$ cat src/design/osd_defines.svh
`ifndef OSD_DEFINES_SVH
`define OSD_DEFINES_SVH

// Status word from the HPS
`define OSD_STATUS_W        64

// Only a full HD output can take the 216-line crop
`define OSD_HDMI_W          1920
`define OSD_HDMI_H          1080
`define OSD_CROP_LINES      216

// Menu feature switches, 1 enables the option
`define OSD_ROTATE_MENU     1
`define OSD_60HZ_MENU       1

// Status bit positions (lowest bit of each field)
`define OSD_BIT_SCAN_FX     3
`define OSD_BIT_60HZ        19
`define OSD_BIT_DB15        37
`define OSD_BIT_UART        38
`define OSD_BIT_FB_FLIP     38
`define OSD_BIT_CROP_EN     41
`define OSD_BIT_VCOPT       42
`define OSD_BIT_CROP_SCALE  46
`define OSD_BIT_HSIZE_EN    48
`define OSD_BIT_HSIZE_SCALE 49
`define OSD_BIT_HOFFSET     53
`define OSD_BIT_VOFFSET     57

`endif

$ cat src/design/osd_pkg.sv
`include "osd_defines.svh"

package osd_pkg;

    // OSD status word as sent by the HPS
    typedef logic [`OSD_STATUS_W-1:0] status_t;

    // Vertical crop
    typedef logic [3:0]  vcopt_t;
    // 0 normal, 1 V-integer, 2 HV-integer-, 3 HV-integer+, 4 HV-integer
    typedef logic [2:0]  crop_scale_t;
    // Two's complement, -16 to +15 lines
    typedef logic [4:0]  crop_off_t;
    typedef logic [11:0] crop_size_t;
    typedef logic [11:0] hdmi_dim_t;

    // High bit hides the menu item
    typedef logic [15:0] menumask_t;

    // Pins of the user port
    typedef logic [6:0]  user_port_t;

    // Mouse
    typedef logic [8:0]  mouse_delta_t;
    typedef logic [7:0]  mouse_flags_t;
    // Bit 24 toggles on every new packet
    typedef logic [24:0] ps2_mouse_t;

    // CRT position and horizontal scale
    typedef logic [3:0]  pos_offset_t;

endpackage

$ cat src/design/osd_cfg_if.sv
`timescale 1ns/1ns

interface osd_cfg_if;
    import osd_pkg::*;

    // Crop settings
    logic        crop_en;
    vcopt_t      vcopt;
    crop_scale_t crop_scale;
    logic        scan_fx_off;
    logic        status_60hz;

    // CRT geometry
    logic        hsize_enable;
    pos_offset_t hsize_scale;
    pos_offset_t hoffset;
    pos_offset_t voffset;

    // User port and rotation
    logic        uart_en;
    logic        db15_en;
    logic        framebuf_flip;

    modport producer (
        output crop_en, vcopt, crop_scale, scan_fx_off, status_60hz,
        output hsize_enable, hsize_scale, hoffset, voffset,
        output uart_en, db15_en, framebuf_flip
    );

    modport consumer (
        input crop_en, vcopt, crop_scale, scan_fx_off, status_60hz,
        input hsize_enable, hsize_scale, hoffset, voffset,
        input uart_en, db15_en, framebuf_flip
    );

endinterface

$ cat src/design/status_decode.sv
`timescale 1ns/1ns
`include "osd_defines.svh"

module status_decode (
    input  logic             clk_sys,
    input  logic             rst,
    input  osd_pkg::status_t status,
    osd_cfg_if.producer      cfg
);
    import osd_pkg::*;

    // Enables that switch outputs or pins
    always_ff @(posedge clk_sys) begin
        if (rst) begin
            cfg.crop_en      <= 1'b0;
            cfg.hsize_enable <= 1'b0;
            cfg.uart_en      <= 1'b0;
            cfg.db15_en      <= 1'b0;
        end else begin
            cfg.crop_en      <= status[`OSD_BIT_CROP_EN];
            cfg.hsize_enable <= status[`OSD_BIT_HSIZE_EN];
            cfg.uart_en      <= status[`OSD_BIT_UART];
            cfg.db15_en      <= status[`OSD_BIT_DB15];
        end
    end

    // Plain setting fields
    always_ff @(posedge clk_sys) begin
        cfg.vcopt       <= vcopt_t'(status[`OSD_BIT_VCOPT +: 4]);
        // Only two scale bits in the menu
        cfg.crop_scale  <= crop_scale_t'({1'b0, status[`OSD_BIT_CROP_SCALE +: 2]});
        cfg.status_60hz <= status[`OSD_BIT_60HZ];
        cfg.hsize_scale <= pos_offset_t'(status[`OSD_BIT_HSIZE_SCALE +: 4]);
        cfg.hoffset     <= pos_offset_t'(status[`OSD_BIT_HOFFSET +: 4]);
        cfg.voffset     <= pos_offset_t'(status[`OSD_BIT_VOFFSET +: 4]);
    end

    // Conditions tested once here
    always_ff @(posedge clk_sys) begin
        // No scan line effect selected
        cfg.scan_fx_off   <= status[`OSD_BIT_SCAN_FX +: 3] == 3'd0;
        // Field value 2 selects the flipped framebuffer
        cfg.framebuf_flip <= status[`OSD_BIT_FB_FLIP +: 2] == 2'd2;
    end

endmodule

$ cat src/design/crop_calc.sv
`timescale 1ns/1ns
`include "osd_defines.svh"

module crop_calc (
    input  logic                clk_sys,
    input  logic                rst,
    input  osd_pkg::hdmi_dim_t  hdmi_width,
    input  osd_pkg::hdmi_dim_t  hdmi_height,
    input  logic                force_scan2x,
    input  logic                direct_video,
    input  logic                rotate_en,
    osd_cfg_if.consumer         cfg,
    output logic                crop_ok,
    output osd_pkg::crop_off_t  crop_off,
    output osd_pkg::crop_size_t crop_size
);
    import osd_pkg::*;

    logic      full_hd;
    logic      video_plain;
    crop_off_t off_next;

    assign full_hd = (hdmi_width == hdmi_dim_t'(`OSD_HDMI_W)) &&
                     (hdmi_height == hdmi_dim_t'(`OSD_HDMI_H));

    // Any scaler, effect or bypass rules the crop out
    assign video_plain = cfg.scan_fx_off && (cfg.crop_scale == '0) &&
                         !force_scan2x && !direct_video && !rotate_en;

    // Two lines per vcopt step, upper half maps to negative offsets
    always_comb begin
        if (cfg.vcopt < vcopt_t'(6)) begin
            off_next = crop_off_t'({cfg.vcopt, 1'b0});
        end else begin
            off_next = crop_off_t'({cfg.vcopt, 1'b0} - 5'd24);
        end
    end

    always_ff @(posedge clk_sys) begin
        if (rst) begin
            crop_ok   <= 1'b0;
            crop_size <= '0;
        end else begin
            crop_ok <= full_hd && video_plain;
            // Follows the crop_ok of the previous cycle
            if (crop_ok && cfg.crop_en) begin
                crop_size <= crop_size_t'(`OSD_CROP_LINES);
            end else begin
                crop_size <= '0;
            end
        end
    end

    always_ff @(posedge clk_sys) begin
        crop_off <= off_next;
    end

endmodule

$ cat src/design/mouse_decode.sv
`timescale 1ns/1ns

module mouse_decode (
    input  logic                  clk_sys,
    input  logic                  rst,
    input  osd_pkg::ps2_mouse_t   ps2_mouse,
    input  logic                  mouse_ready,
    output logic                  mouse_valid,
    output osd_pkg::mouse_delta_t mouse_dx,
    output osd_pkg::mouse_delta_t mouse_dy,
    output osd_pkg::mouse_flags_t mouse_flags,
    output logic                  mouse_overrun
);
    import osd_pkg::*;

    logic         toggle_l;
    logic         new_pkt;
    logic         slot_free;
    mouse_flags_t pkt_flags;

    // A toggle on bit 24 marks a fresh packet
    assign new_pkt   = ps2_mouse[24] ^ toggle_l;
    assign pkt_flags = mouse_flags_t'(ps2_mouse[7:0]);

    // Empty now, or emptied by the handshake on this edge
    assign slot_free = !mouse_valid || mouse_ready;

    always_ff @(posedge clk_sys) begin
        if (rst) begin
            // Track the bit in reset so no packet shows up on release
            toggle_l      <= ps2_mouse[24];
            mouse_valid   <= 1'b0;
            mouse_overrun <= 1'b0;
        end else begin
            toggle_l <= ps2_mouse[24];
            if (new_pkt && slot_free) begin
                mouse_valid <= 1'b1;
            end else if (mouse_valid && mouse_ready) begin
                mouse_valid <= 1'b0;
            end
            // Sticky until reset
            if (new_pkt && !slot_free) begin
                mouse_overrun <= 1'b1;
            end
        end
    end

    // Holding register, loaded only when the slot is free
    always_ff @(posedge clk_sys) begin
        if (new_pkt && slot_free) begin
            mouse_flags <= pkt_flags;
            // Sign bits live in the flag byte
            mouse_dx    <= mouse_delta_t'({pkt_flags[4], ps2_mouse[15:8]});
            mouse_dy    <= mouse_delta_t'({pkt_flags[5], ps2_mouse[23:16]});
        end
    end

endmodule

$ cat src/design/user_osd_outputs.sv
`timescale 1ns/1ns
`include "osd_defines.svh"

module user_osd_outputs (
    input  logic                clk_sys,
    input  logic                rst,
    input  logic                crop_ok,
    input  logic                core_vertical,
    input  logic                direct_video,
    input  osd_pkg::user_port_t joy_out,
    input  logic                uart_tx,
    input  logic                game_tx,
    input  osd_pkg::user_port_t user_in,
    osd_cfg_if.consumer         cfg,
    output osd_pkg::menumask_t  menumask,
    output osd_pkg::user_port_t user_out,
    output logic                uart_rx,
    output logic                game_rx
);
    import osd_pkg::*;

    menumask_t mask_next;

    // Menu items to hide
    always_comb begin
        mask_next    = '0;
        mask_next[5] = crop_ok;
        // Rotate menu only for vertical games
        mask_next[4] = (`OSD_ROTATE_MENU != 0) ? !core_vertical : 1'b1;
        mask_next[3] = (`OSD_60HZ_MENU != 0) ? cfg.status_60hz : 1'b1;
        mask_next[2] = !cfg.hsize_enable;
        mask_next[1] = (`OSD_ROTATE_MENU != 0) ? 1'b1 : !core_vertical;
        mask_next[0] = direct_video;
    end

    always_ff @(posedge clk_sys) begin
        menumask <= mask_next;
    end

    // DB15 joystick wins over the UART, idle pins stay high
    always_ff @(posedge clk_sys) begin
        if (rst) begin
            user_out <= '1;
        end else if (cfg.db15_en) begin
            user_out <= joy_out;
        end else if (cfg.uart_en) begin
            // Both transmitters share pin 0
            user_out <= {6'h3f, uart_tx & game_tx};
        end else begin
            user_out <= '1;
        end
    end

    // Receive line idles high when the UART is off
    assign uart_rx = cfg.uart_en ? user_in[1] : 1'b1;
    assign game_rx = uart_rx;

endmodule

$ cat src/design/osd_ctrl_top.sv
`timescale 1ns/1ns

module osd_ctrl_top (
    input  logic                  clk_sys,
    input  logic                  rst,
    input  osd_pkg::status_t      status,
    input  osd_pkg::hdmi_dim_t    hdmi_width,
    input  osd_pkg::hdmi_dim_t    hdmi_height,
    input  logic                  force_scan2x,
    input  logic                  direct_video,
    input  logic                  rotate_en,
    input  logic                  core_vertical,
    input  logic                  game_tx,
    input  logic                  uart_tx,
    input  osd_pkg::user_port_t   user_in,
    input  osd_pkg::user_port_t   joy_out,
    input  osd_pkg::ps2_mouse_t   ps2_mouse,
    input  logic                  mouse_ready,
    output osd_pkg::crop_off_t    crop_off,
    output osd_pkg::crop_size_t   crop_size,
    output osd_pkg::crop_scale_t  crop_scale,
    output osd_pkg::menumask_t    menumask,
    output osd_pkg::user_port_t   user_out,
    output logic                  uart_rx,
    output logic                  game_rx,
    output logic                  db15_en,
    output logic                  uart_en,
    output logic                  hsize_enable,
    output osd_pkg::pos_offset_t  hsize_scale,
    output osd_pkg::pos_offset_t  hoffset,
    output osd_pkg::pos_offset_t  voffset,
    output logic                  framebuf_flip,
    output logic                  mouse_valid,
    output osd_pkg::mouse_delta_t mouse_dx,
    output osd_pkg::mouse_delta_t mouse_dy,
    output osd_pkg::mouse_flags_t mouse_flags,
    output logic                  mouse_overrun
);

    logic crop_ok;

    osd_cfg_if cfg_bus ();

    status_decode u_status_decode (
        .clk_sys ( clk_sys ),
        .rst     ( rst     ),
        .status  ( status  ),
        .cfg     ( cfg_bus )
    );

    crop_calc u_crop_calc (
        .clk_sys      ( clk_sys      ),
        .rst          ( rst          ),
        .hdmi_width   ( hdmi_width   ),
        .hdmi_height  ( hdmi_height  ),
        .force_scan2x ( force_scan2x ),
        .direct_video ( direct_video ),
        .rotate_en    ( rotate_en    ),
        .cfg          ( cfg_bus      ),
        .crop_ok      ( crop_ok      ),
        .crop_off     ( crop_off     ),
        .crop_size    ( crop_size    )
    );

    mouse_decode u_mouse_decode (
        .clk_sys       ( clk_sys       ),
        .rst           ( rst           ),
        .ps2_mouse     ( ps2_mouse     ),
        .mouse_ready   ( mouse_ready   ),
        .mouse_valid   ( mouse_valid   ),
        .mouse_dx      ( mouse_dx      ),
        .mouse_dy      ( mouse_dy      ),
        .mouse_flags   ( mouse_flags   ),
        .mouse_overrun ( mouse_overrun )
    );

    user_osd_outputs u_user_osd_outputs (
        .clk_sys       ( clk_sys       ),
        .rst           ( rst           ),
        .crop_ok       ( crop_ok       ),
        .core_vertical ( core_vertical ),
        .direct_video  ( direct_video  ),
        .joy_out       ( joy_out       ),
        .uart_tx       ( uart_tx       ),
        .game_tx       ( game_tx       ),
        .user_in       ( user_in       ),
        .cfg           ( cfg_bus       ),
        .menumask      ( menumask      ),
        .user_out      ( user_out      ),
        .uart_rx       ( uart_rx       ),
        .game_rx       ( game_rx       )
    );

    // Settings for the downstream scaler and rotation
    assign crop_scale    = cfg_bus.crop_scale;
    assign db15_en       = cfg_bus.db15_en;
    assign uart_en       = cfg_bus.uart_en;
    assign hsize_enable  = cfg_bus.hsize_enable;
    assign hsize_scale   = cfg_bus.hsize_scale;
    assign hoffset       = cfg_bus.hoffset;
    assign voffset       = cfg_bus.voffset;
    assign framebuf_flip = cfg_bus.framebuf_flip;

endmodule

$ cat config.mk
export PLATFORM = sky130hd
export DESIGN_NAME = osd_ctrl_top
export DESIGN_NICKNAME = d
export VERILOG_FILES = /design/src/design/osd_pkg.sv /design/src/design/osd_cfg_if.sv /design/src/design/status_decode.sv /design/src/design/crop_calc.sv /design/src/design/mouse_decode.sv /design/src/design/user_osd_outputs.sv /design/src/design/osd_ctrl_top.sv
export VERILOG_INCLUDE_DIRS = /design/src /design/src/design
export SDC_FILE = /design/constraint.sdc
export NUM_CORES = 1
export LEC_CHECK = 0
export BUFFER_PORTS_ARGS = -buffer_cell sky130_fd_sc_hd__clkbuf_2
export CAP_MARGIN = 25
export CORE_AREA = 2 2 88 90
export CTS_BUF_LIST = sky130_fd_sc_hd__clkbuf_8
export DETAILED_ROUTE_END_ITERATION = 8
export DIE_AREA = 0 0 90 92
export GPL_ROUTABILITY_DRIVEN = 0
export PLACE_DENSITY_LB_ADDON = 0.15
export SYNTH_ARGS = -nofsm -noshare
export SYNTH_HDL_FRONTEND = slang
export SYNTH_HIERARCHICAL = 1
export SYNTH_SLANG_ARGS = --single-unit
$ cat constraint.sdc
create_clock -name clk_sys -period 2.76 [get_ports clk_sys]
set_clock_uncertainty 0.05 [all_clocks]
set_input_delay 0 -clock clk_sys [delete_from_list [all_inputs] [get_ports clk_sys]]
set_output_delay 0 -clock clk_sys [all_outputs]
set_load 0.005 [all_outputs]
# ---- Yosys cells after proc, flatten, opt, wreduce, memory -nomap -nowiden
# Cells that the tools add are included.
dict set report totals {
  in_bits 136
  out_inout_bits 89
  ff_bits 84
  elab_cells 59
}
dict set report op_classes {
  bitwise 2
  eq_ne 3
  n_mux 7
  add_sub_neg 1
  reduce_logical 21
  magnitude_cmp 1
}
# op n
set op_table {}
lappend op_table {{$eq A12 B11 Y1 const B} 2}
lappend op_table {{$logic_and A1 B1 Y1} 10}
lappend op_table {{$mux W8} 1}
lappend op_table {{$logic_not A1 Y1} 7}
lappend op_table {{$mux W7} 1}
lappend op_table {{$logic_not A3 Y1} 2}
lappend op_table {{$mux W5} 1}
lappend op_table {{$sub A5 B5 Y5 const B} 1}
lappend op_table {{$lt A4 B3 Y1 const B} 1}
lappend op_table {{$mux W1} 4}
lappend op_table {{$eq A2 B2 Y1 const B} 1}
lappend op_table {{$reduce_bool A2 Y1} 1}
lappend op_table {{$and A1 B1 Y1} 1}
lappend op_table {{$logic_or A1 B1 Y1} 1}
lappend op_table {{$xor A1 B1 Y1} 1}

# ---- Longest topological paths before layout
# Gate-level depths: netlist of run 1.
dict set report logic_depth {
  ltp_word 6
  mapped_depth 4
  ltp_nobuf 4
}

# ---- Hierarchy
# Netlist of run 1, hierarchy kept.
# mod instances cells_per_inst seq_area_each_um2 area_each_um2
set by_module_without_submodules {}
lappend by_module_without_submodules {mouse_decode 1 35 780.7 840.8}
lappend by_module_without_submodules {status_decode 1 33 500.5 550.5}
lappend by_module_without_submodules {user_osd_outputs 1 40 240.2 427.9}
lappend by_module_without_submodules {crop_calc 1 37 120.1 345.3}

# ---- Worst setup path before layout of run 1
# Ideal clock, no wire load.
dict set report synth_timing {
  kind {register to register}
  startpoint {register u_mouse_decode.toggle_l}
  endpoint {register u_mouse_decode.mouse_dx[0], enable pin}
  stages_incl_launch_ff 3
  arrival_ns 1.561
  synth_period_minus_slack_ns 2.018
  slack_ns 0.742
  setup_ns 0.408
  path_buffers 0
  required_time_ns 2.302
  path_cell_list {dfxtp_1 xnor2_1 nor2b_1}
}
dict set report synth_via {
  elab_chain_cells 2
}
# element line
set synth_rtl {}
lappend synth_rtl {{from (decl)} mouse_decode.sv:16} ;# logic toggle_l;
lappend synth_rtl {{from (signal assigned)} mouse_decode.sv:31} ;# toggle_l <= ps2_mouse[24];
lappend synth_rtl {{from (signal assigned)} mouse_decode.sv:35} ;# toggle_l <= ps2_mouse[24];
lappend synth_rtl {{$xor A1 B1 Y1} mouse_decode.sv:22} ;# assign new_pkt = ps2_mouse[24] ^ toggle_l;
lappend synth_rtl {{$logic_and A1 B1 Y1} mouse_decode.sv:50} ;# if (new_pkt && slot_free) begin
lappend synth_rtl {{to (signal assigned)} mouse_decode.sv:53} ;# mouse_dx <= mouse_delta_t'({pkt_flags[4], ps2_mouse[15:8]});
lappend synth_rtl {{to (decl)} mouse_decode.sv:9} ;# output osd_pkg::mouse_delta_t mouse_dx,
# Every way passes these cells.
# A chain may end at the register's enable or synchronous reset.

==> results of run 1 <==
## cell families (layout without fill, tap and decap cells)
family,after synthesis,count (layout)
compound gates,4,4
xor+xnor,2,2
fa+ha+maj,1,1
buf+inv,30,248
flops,70,70
other cells,4,21
simple gates,34,34
## through the flow
stage	util, %	std cells	power [mW]
6_report	51.2	482	2.10
3_3_place_gp	39.8	398	1.36
3_5_place_dp	39.8	398	1.36
2_1_floorplan	-	162	1.25
5_1_grt	51.2	482	2.21
4_1_cts	51.2	482	2.13
## power groups by stage
stage,Clock [mW],Sequential (mW),Combinational [mW]
finish,0.684,1.16,0.256
floorplan,0,1.19,0.0655
CTS,0.721,1.16,0.258
detailed placement,0,1.18,0.183
global route,0.762,1.16,0.283
global placement,0,1.18,0.183
## state kept, by name, summed over array words and instances (netlist names)
| register | count |
|---|---|
| u_crop_calc/crop_size | 1 |
| u_user_osd_outputs/menumask | 5 |
| u_status_decode/cfg.scan_fx_off | 1 |
| u_status_decode/cfg.crop_en | 1 |
| u_status_decode/cfg.crop_scale | 2 |
| u_mouse_decode/mouse_overrun | 1 |
| u_status_decode/cfg.vcopt | 4 |
| u_status_decode/cfg.hsize_enable | 1 |
| u_mouse_decode/mouse_dx | 8 |
| u_status_decode/cfg.voffset | 4 |
| u_status_decode/cfg.hsize_scale | 4 |
| u_mouse_decode/toggle_l | 1 |
| u_user_osd_outputs/user_out | 7 |
| u_status_decode/cfg.hoffset | 4 |
| u_mouse_decode/mouse_flags | 8 |
| u_status_decode/cfg.status_60hz | 1 |
| u_mouse_decode/mouse_valid | 1 |
| u_mouse_decode/mouse_dy | 8 |
| u_status_decode/cfg.db15_en | 1 |
| u_crop_calc/crop_ok | 1 |
| u_crop_calc/crop_off | 4 |
| u_status_decode/cfg.uart_en | 1 |
| u_status_decode/cfg.framebuf_flip | 1 |
## cells in the final DEF (no fill, tap or decap), types with 2 or more instances in the layout
master           n
nor2_1           2
nor4b_1          3
dfxtp_1         46
nand2b_1        10
xnor2_1          2
dlygate4sd3_1   68
nand4_1          2
clkbuf_2       160
clkinv_2         2
nor2b_1          5
conb_1          21
a21oi_1          2
nor4_1           2
clkinv_4         2
inv_1            4
clkbuf_8         9
edfxtp_1        24
nand2_1          2
## how the worst max path moves through the flow
stage                                                    from  slack [ns]                                   end
floorplan                     u_mouse_decode/toggle_l$_DFF_P_        0.74  u_mouse_decode/mouse_dx[0]$_DFFE_PP_
global placement              u_mouse_decode/toggle_l$_DFF_P_        1.49  u_mouse_decode/mouse_dx[1]$_DFFE_PP_
detailed placement  u_status_decode/cfg.crop_scale[1]$_DFF_P_        1.48        u_crop_calc/crop_ok$_SDFF_PP0_
CTS                                                       rst        0.92        u_crop_calc/crop_ok$_SDFF_PP0_
global route                                              rst        0.80        u_crop_calc/crop_ok$_SDFF_PP0_
finish                                                    rst        0.94        u_crop_calc/crop_ok$_SDFF_PP0_
## routing by layer
metal	track usage (%)	share of wire [%]	wire length, um
met3	6.16	10	553
met5	0	0	0
met4	5.77	1.1	59
met2	24.1	52	2860
met1	13.5	36	1990
## final cells by class
type,instances,area [sq um]
Fill cell,666,3640
Sequential cell,70,1640
Timing Repair Buffer,229,1490
Multi-Input combinational cell,62,375
Tap cell,102,128
Clock buffer,9,124
Clock inverter,7,41.3
Inverter,3,11.3
==> metrics, run 1 <==
largest family of logic cells by synthesized area=simple AND/OR/NAND/NOR gates; Nets=512; Die Span Y=92 um; die width=90 um; Worst Setup End Kind=flop; Synth area leader=dfxtp_1; GR Util All Layers=a little over an eighth; GRT overflow=0; data required time of the worst path=between 2 and 3 ns; hold slack final=0.247 ns; CTS Sinks=70; most used cell, CP=dlygate4sd3_1; clock share of power=32.6%; length of the first detailed-routing pass in iterations=3; final slew viol count=0; PnR worst setup slack=0.941 ns; CTS buffer count=9; mux contribution to synthesized area=0%; reg2reg end=u_crop_calc/crop_ok$_SDFF_PP0_; Final ANT Viol Nets=0; Buf+Inv Stages, Crit Path=3; final critical-path share of the clock period=65.9%; Simple-Gate Fraction of Synth Area=10.8%; Post-CTS Setup Inserts=0; P&R area growth vs syn=76.0%; worst-path maximum fanout=11; Site Rows=32; vias in the first global route=1850; Hold Crit Class=in -> reg; Gate Count Post-Synth=~150; first-pass GRT wire length=8450 um; critical path's top delay family=buffers and inverters; P_int=around 1.6 mW; slowest CP cell=dlygate4sd3_1; I/O Pins=225; number of synthesized flops with an enable pin=24; complex-gate fraction of the synthesized area=1.39%; share of cells above drive strength 1=47.6%; total vias in the final route=1829; initial DRC count=19; Net Sw Frac=22.9%; # setup viols final=0; setup TNS=0 ns; Hold Crit Start=status[19]; Tmin final=between 1.5 and 2 ns; Setup CP Type=in -> reg; Data arrival, critical path=2.05 ns; ranking of synthesized cells by area=dfxtp_1 43%, edfxtp_1 33%, buf_4 9.4%; FF-to-FF setup slack=0.98 ns; Synth Area in XOR/XNOR=less than 1%; pre-CTS WS=1.48 ns; htree depth=3; IO Port Bufs=160; Synth Area in Adders=less than 1%; f_max=550 MHz; CTS root buf=clkbuf_8; Clock Latency Late Sink=0.33 ns; cell chain of the critical path=dlygate4sd3_1 > clkbuf_2 > nor4_1 > nand4_1 > nor4_2 > dlygate4sd3_1; Max Buffers Root-to-Sink=2; post-synth top area share=42.5%; routed vias/inst=3.79; post-route cell area=between 3000 and 4000 sq um; WHS Endpoint=u_status_decode/cfg.status_60hz$_DFF_P_; Top FF cell, synth=dfxtp_1; largest net degree at the start of global routing=25; clock slew at reported path FFs=0.07 ns; flops & latches, synth=70; CTS tree=built; max-cap viol count=0; drt total wl=5470 um; initial antenna violation count=0; dpl cell area=2960 sq um; core area=~7400 sq um; Synth Area per Inst=14.9 sq um; crit path launch type=input pin; Starting Density=between 20% and 30%; PwrDens=550 nW/um^2; most numerous cell in the Yosys netlist=dfxtp_1; Seq pwr share=between 50% and 60%; Mapped Area=2160 sq um; R2R cell count=4; antenna cells=0; Psw=0.480 mW; wire per inst=11.3 um; Async SR Flop Fraction=0%; post-CTS sizing=0; most instantiated cells after synthesis=46 x dfxtp_1, 27 x buf_4, 24 x edfxtp_1; Hold Path Depth=2; register area share after synthesis=75.8%; die area=just over 8000 sq um; hpwl dp=3860 um; Hold Buf Count CTS=roughly 70; Gate power share=12.2%; Max rail drop VDD=0.314 mV; post-synth cell types=24; Remaining DRCs=0; RSZ-0062 raised after global routing=false; outcome=complete, no violations; endpoints failing hold=0; Worst path depth=6; RR Startpoint=u_status_decode/cfg.crop_scale[1]$_DFF_P_; Worst path max stage delay=roughly 0.56 ns; Lkg Pwr=1.82 nW; yosys warns=6
No activity file was read; power rests on OpenSTA's default activity.
==> run 2: changes to the inputs <==
clock period = 1.69 ns   (was 2.76 ns; I/O delays follow)
==> run 2 against run 1 <==
Against the previous run:
- critical path depth did not move
- clock power increased by 110%
- clock-buffer cell count unchanged
- first-iteration DRC count grew 68%
- sequential cell count is the same
- combinational power is 75% higher
- sequential share of layout area is 2.2 points lower
- critical path type unchanged
- critical endpoint unchanged
- largest power group unchanged
==> metrics, run 2 (same netlist as run 1, synthesis figures left out) <==
data required time of the worst path=roughly 1.9 ns; reg2reg end=u_user_osd_outputs/user_out[0]$_SDFF_PP1_; clock share of power=37.7%; GRT met2 Usage=22.6%; fill count=roughly 660; Max rail drop VDD=0.546 mV; FF-to-FF setup slack=0.34 ns; Net Sw Frac=20.9%; I/O Pins=225; P&R area growth vs syn=85.3%; Seq pwr share=50.4%; final critical-path share of the clock period=between 90% and 100%; CTS Sinks=70; RSZ-0062 raised after global routing=false; GR Util All Layers=approximately an eighth; Tmin final=between 1.5 and 2 ns; drt total wl=5270 um; # setup viols final=0; crit path launch type=input pin; setup TNS=0 ns; post-route cell area=4010 sq um; Gate power share=12.0%; Psw=0.782 mW; storage element area=approximately 1600 sq um; max-cap viol count=0; IO Port Bufs=160; Final ANT Viol Nets=0; Lkg Pwr=1.90 nW; GRT overflow=0; hpwl dp=3410 um; f_max=about 600 MHz; Hold Crit Start=user_in[1]; Most Crowded Layer GR=met2; wire per inst=around 11 um; final slew viol count=0; total vias in the final route=1895; dpl cell area=2980 sq um; length of the first detailed-routing pass in iterations=4; first-pass GRT wire length=8270 um; antenna cells=0; R2R cell count=3; most frequent cells in the layout=160 x clkbuf_2, 82 x dlygate4sd3_1, 46 x dfxtp_1; Nets=526; area of the multi-input gates=375 sq um; RR Startpoint=u_status_decode/cfg.db15_en$_SDFF_PP0_; worst-path maximum fanout=1; M1 GR Usage=13.2%; commonest non-fill, non-tap cell in the layout=clkbuf_2; Starting Density=slightly below 30%; Max Buffers Root-to-Sink=2; htree depth=3; initial antenna violation count=0; Hold Crit Class=in -> out; clock slew at reported path FFs=0.07 ns; GRT met3 Usage=5.67%; initial DRC count=32; routed vias/inst=3.82; Die Span Y=approximately 92 um; die area=~8300 sq um; die width=about 90 um; largest registers=u_mouse_decode/mouse_dx x8, u_mouse_decode/mouse_dy x8, u_mouse_decode/mouse_flags x8; Clock Latency Late Sink=0.33 ns; largest net degree at the start of global routing=25; CTS root buf=clkbuf_8; share of cells above drive strength 1=46.2%; Setup CP Type=in -> reg; outcome=complete, no violations; Remaining DRCs=0; WHS Endpoint=uart_rx; CTS tree=built; PwrDens=934 nW/um^2; Hold Path Depth=3; core area=7450 sq um; P_int=2.97 mW; Data arrival, critical path=1.83 ns; endpoints failing hold=0; vias in the first global route=1930; Worst Setup End Kind=flop; CTS buffer count=9; Site Rows=32
[run 2: cell types whose count changed in the layout (fill, tap and decap cells not counted), sizes merged]
cell         change
inv              -1
clkinv           -2
dlygate4sd3     +14
clkinvlp         +1
bufinv           +2
[run 2: layer usage]
layer  vias to the layer above  share of wire (%)  wire length (um)
met4                         0                1.8                97
met3                        10                 10               527
met2                       109                 50              2650
met1                       852                 38              2000
li1                        924                  -                 -
met5                         -                  0                 0
[run 2: what timing repair did]
item	4_1_cts	5_1_grt
gates resized for setup	0	0
hold buffers	82	0
buffers inserted	0	0
hold endpoints to repair	63	0
[run 2: per-stage QoR]
stage	hold WS (ns)	power (mW)	utilization, %	instances	setup WS, ns
floorplan	-0.0223	2.05	-	162	0.115
global placement	0.0523	2.23	40.0	398	0.500
detailed placement	0.0539	2.23	40.0	398	0.496
CTS	0.225	3.81	53.9	496	0.113
global route	0.233	3.93	53.9	496	0.0294
finish	0.243	3.75	53.9	496	0.0600
[run 2: power by group through the flow]
stage / clock network [mW] / logic (mW) / registers [mW]
floorplan: 0 / 0.108 / 1.94
global placement: 0 / 0.302 / 1.92
detailed placement: 0 / 0.303 / 1.93
CTS: 1.48 / 0.448 / 1.89
global route: 1.54 / 0.493 / 1.90
finish: 1.41 / 0.449 / 1.89
[run 2: layout make-up]
| class | count | area share (%) |
|---|---|---|
| repair buffers | 243 | 40.9 |
| flip-flops and latches | 70 | 40.9 |
| multi-input cells | 62 | 9.36 |
| clock inverters | 7 | 2.25 |
| inverters | 3 | 0.281 |
| clock buffers | 9 | 3.09 |
| well taps | 102 | 3.18 |
[run 2: worst max-delay path by stage]
stage,startpoint,to,slack [ns],cells after the start
2_1_floorplan,u_mouse_decode/toggle_l$_DFF_P_,u_mouse_decode/mouse_dx[0]$_DFFE_PP_,0.11,2
3_3_place_gp,u_mouse_decode/toggle_l$_DFF_P_,u_mouse_decode/mouse_dx[4]$_DFFE_PP_,0.50,3
3_5_place_dp,u_mouse_decode/toggle_l$_DFF_P_,u_mouse_decode/mouse_dy[0]$_DFFE_PP_,0.50,3
4_1_cts,hdmi_width[4],u_crop_calc/crop_ok$_SDFF_PP0_,0.11,5
5_1_grt,hdmi_height[11],u_crop_calc/crop_ok$_SDFF_PP0_,0.03,6
6_report,hdmi_height[11],u_crop_calc/crop_ok$_SDFF_PP0_,0.06,6
[run 2: worst max-delay path: stages]
cell	delay (ns)
dlygate4sd3_1	0.55
clkbuf_2	0.11
nor4_1	0.17
dlygate4sd3_1	0.60
nand4_1	0.12
nor4_2	0.28
==> run 3: changes to the inputs <==
SYNTH_HIERARCHICAL = unset   (was 1)
==> run 3 against run 2 <==
Against the previous run:
- cell area is 4.5% lower
- via count is 4.6% lower
- die area stayed put
- global-route usage is 0.18 points lower
- register-to-register slack worse by 0.17 ns
- first-iteration DRC count is 22% lower
- power is 3.6% lower
- critical path type is now reg -> reg
- highest routed layer unchanged
- wire length is 0.80% lower
==> metrics, run 3 <==
most frequent cells in the layout=159 x clkbuf_2, 64 x dlygate4sd3_1, 46 x dfxtp_1; worst-path maximum fanout=2; Async SR Flop Fraction=0%; DR top layer=met4; Starting Density=29.1%; hold slack final=roughly 0.16 ns; I/O Pins=225; Critical Path Source=u_status_decode.cfg.crop_scale[1]$_DFF_P_; Setup CP Type=reg -> reg; clock slew at reported path FFs=0.08 ns; routed vias/inst=~3.8; largest net degree at the start of global routing=25; core area=7450 sq um; mux contribution to synthesized area=0%; commonest non-fill, non-tap cell in the layout=clkbuf_2; Hold Crit Class=in -> reg; final slew viol count=0; outcome=complete, no violations; share of cells above drive strength 1=approximately half; most instantiated cells after synthesis=46 x dfxtp_1, 27 x buf_4, 24 x edfxtp_1; dpl cell area=2980 sq um; endpoints failing hold=0; Simple-Gate Fraction of Synth Area=11.4%; length of the first detailed-routing pass in iterations=4; P&R area growth vs syn=76.4%; PnR worst setup slack=about 0.17 ns; CTS Sinks=70; htree depth=3; PwrDens=943 nW/um^2; RSZ-0062 raised after global routing=false; die area=8280 sq um; post-synth cell types=24; slowest CP cell=dlygate4sd3_1; Site Rows=32; post-route cell area=3830 sq um; antenna cells=0; RR Startpoint=u_status_decode.cfg.crop_scale[1]$_DFF_P_; Synth area leader=dfxtp_1; CTS buffer count=9; CTS root buf=clkbuf_8; hpwl dp=3610 um; Final ANT Viol Nets=0; drt total wl=~5200 um; Remaining DRCs=0; pre-CTS WS=0.390 ns; final critical-path share of the clock period=89.8%; CP Capture Point=u_crop_calc.crop_ok$_SDFF_PP0_; metal3 WL=516 um; max-cap viol count=0; Cells after DPL=399; Hold Path Depth=2; wire per inst=10.9 um; largest registers=u_mouse_decode.mouse_dx x8, u_mouse_decode.mouse_dy x8, u_mouse_decode.mouse_flags x8; reg2reg end=u_crop_calc.crop_ok$_SDFF_PP0_; Worst Setup End Kind=flop; Synth Area in Adders=0.576%; Post-CTS Setup Inserts=0; # setup viols final=0; ranking of synthesized cells by area=dfxtp_1 42%, edfxtp_1 33%, buf_4 9.3%; complex-gate fraction of the synthesized area=0.865%; flops & latches, synth=70; IO Port Bufs=160; Die Span Y=92 um; Data arrival, critical path=between 1.5 and 2 ns; Max rail drop VDD=about 0.36 mV; M1 WL=1880 um; initial antenna violation count=0; first-pass GRT wire length=8070 um; Buf+Inv Stages, Crit Path=1; Synth Area in XOR/XNOR=0.807%; most numerous cell in the Yosys netlist=dfxtp_1; yosys warns=0; Worst path max stage delay=0.55 ns; fill count=682; R2R cell count=4; FF-to-FF setup slack=0.17 ns; Nets=about 510; initial DRC count=25; Synth Area per Inst=15.0 sq um; Gate Count Post-Synth=145; Clock Latency Late Sink=between 0.3 and 0.4 ns; crit path launch type=flop; Mapped Area=2170 sq um; non-filler cells, final=479; Lkg Pwr=~1.8 nW; Worst path depth=4; setup TNS=0 ns; register area share after synthesis=~76%; Tmin final=1.52 ns; post-layout util=51.4%; GRT overflow=0; post-synth top area share=between 40% and 50%; Max Buffers Root-to-Sink=2; die width=90 um; largest family of logic cells by synthesized area=simple AND/OR/NAND/NOR gates; critical path's top delay family=buffers and inverters; vias in the first global route=1807; data required time of the worst path=around 1.9 ns; GR Util All Layers=between 10 and 15%; cell chain of the critical path=nor4b_2 > nand2_1 > nor3_2 > dlygate4sd3_1; Top FF cell, synth=dfxtp_1; Final Power=3.61 mW; f_max=659 MHz; CTS tree=built; total vias in the final route=around 1800; number of synthesized flops with an enable pin=24; wire length on met2=2700 um
## run 3: cell types whose count changed in the layout (fill, tap and decap cells not counted), sizes merged, moves of 2 or more
cell | previous run | this run
dlygate4sd3 | 82 | 64
nor2b | 7 | 3
nor2 | 2 | 5
nand2b | 10 | 8
and2b | 1 | 5
## run 3: power breakdown
group / internal [mW] / total [mW] / switching (mW)
Clock: 0.683 / 1.30 / 0.620
Sequential: 1.86 / 1.89 / 0.0303
Combinational: 0.265 / 0.423 / 0.158
## run 3: cells by family (layout without fill, tap and decap cells)
kind of cell,after synthesis,in the layout
and+or+nand+nor,36,36
AOI/OAI and AO/OA,3,3
xor gates and xnor gates,2,2
buffers and inverters,31,244
DFF,70,70
other,2,21
adders and majority gates,1,1
## run 3: worst min-delay path by stage
| stage | startpoint | to |
|---|---|---|
| 2_1_floorplan | ps2_mouse[24] | u_mouse_decode.toggle_l$_DFF_P_ |
| 5_1_grt | rst | u_mouse_decode.mouse_overrun$_SDFFE_PP0P_ |
| 3_3_place_gp | status[47] | u_status_decode.cfg.crop_scale[1]$_DFF_P_ |
| 6_report | rst | u_mouse_decode.mouse_overrun$_SDFFE_PP0P_ |
| 3_5_place_dp | status[52] | u_status_decode.cfg.hsize_scale[3]$_DFF_P_ |
| 4_1_cts | status[52] | u_status_decode.cfg.hsize_scale[3]$_DFF_P_ |
## run 3: cell type report
cell class,count,area (sq um),share of cell area [%]
clock buffers,9,124,3.23
repair buffers,225,1470,38.4
flip-flops and latches,70,1640,42.9
well taps,102,128,3.33
multi-input cells,63,384,10.0
inverters,3,11.3,0.294
clock inverters,7,72.6,1.89
## run 3: routing by layer
metal	vias to the layer above	global-route usage (%)
li1	888	-
met1	790	12.4
met2	119	23.1
met3	11	5.34
met4	0	5.90
met5	-	0
## run 3: worst register-to-register path, stage by stage, from the launching register on
cell           delay [ns]
dfxtp_1              0.33
nor4b_2              0.27
nand2_1              0.11
nor3_2               0.15
dlygate4sd3_1        0.55
## run 3: what timing repair did
item,in CTS,in global routing
hold buffers,66,0
hold endpoints to repair,63,0
gates resized for setup,0,2
endpoints found under the setup margin,0,1
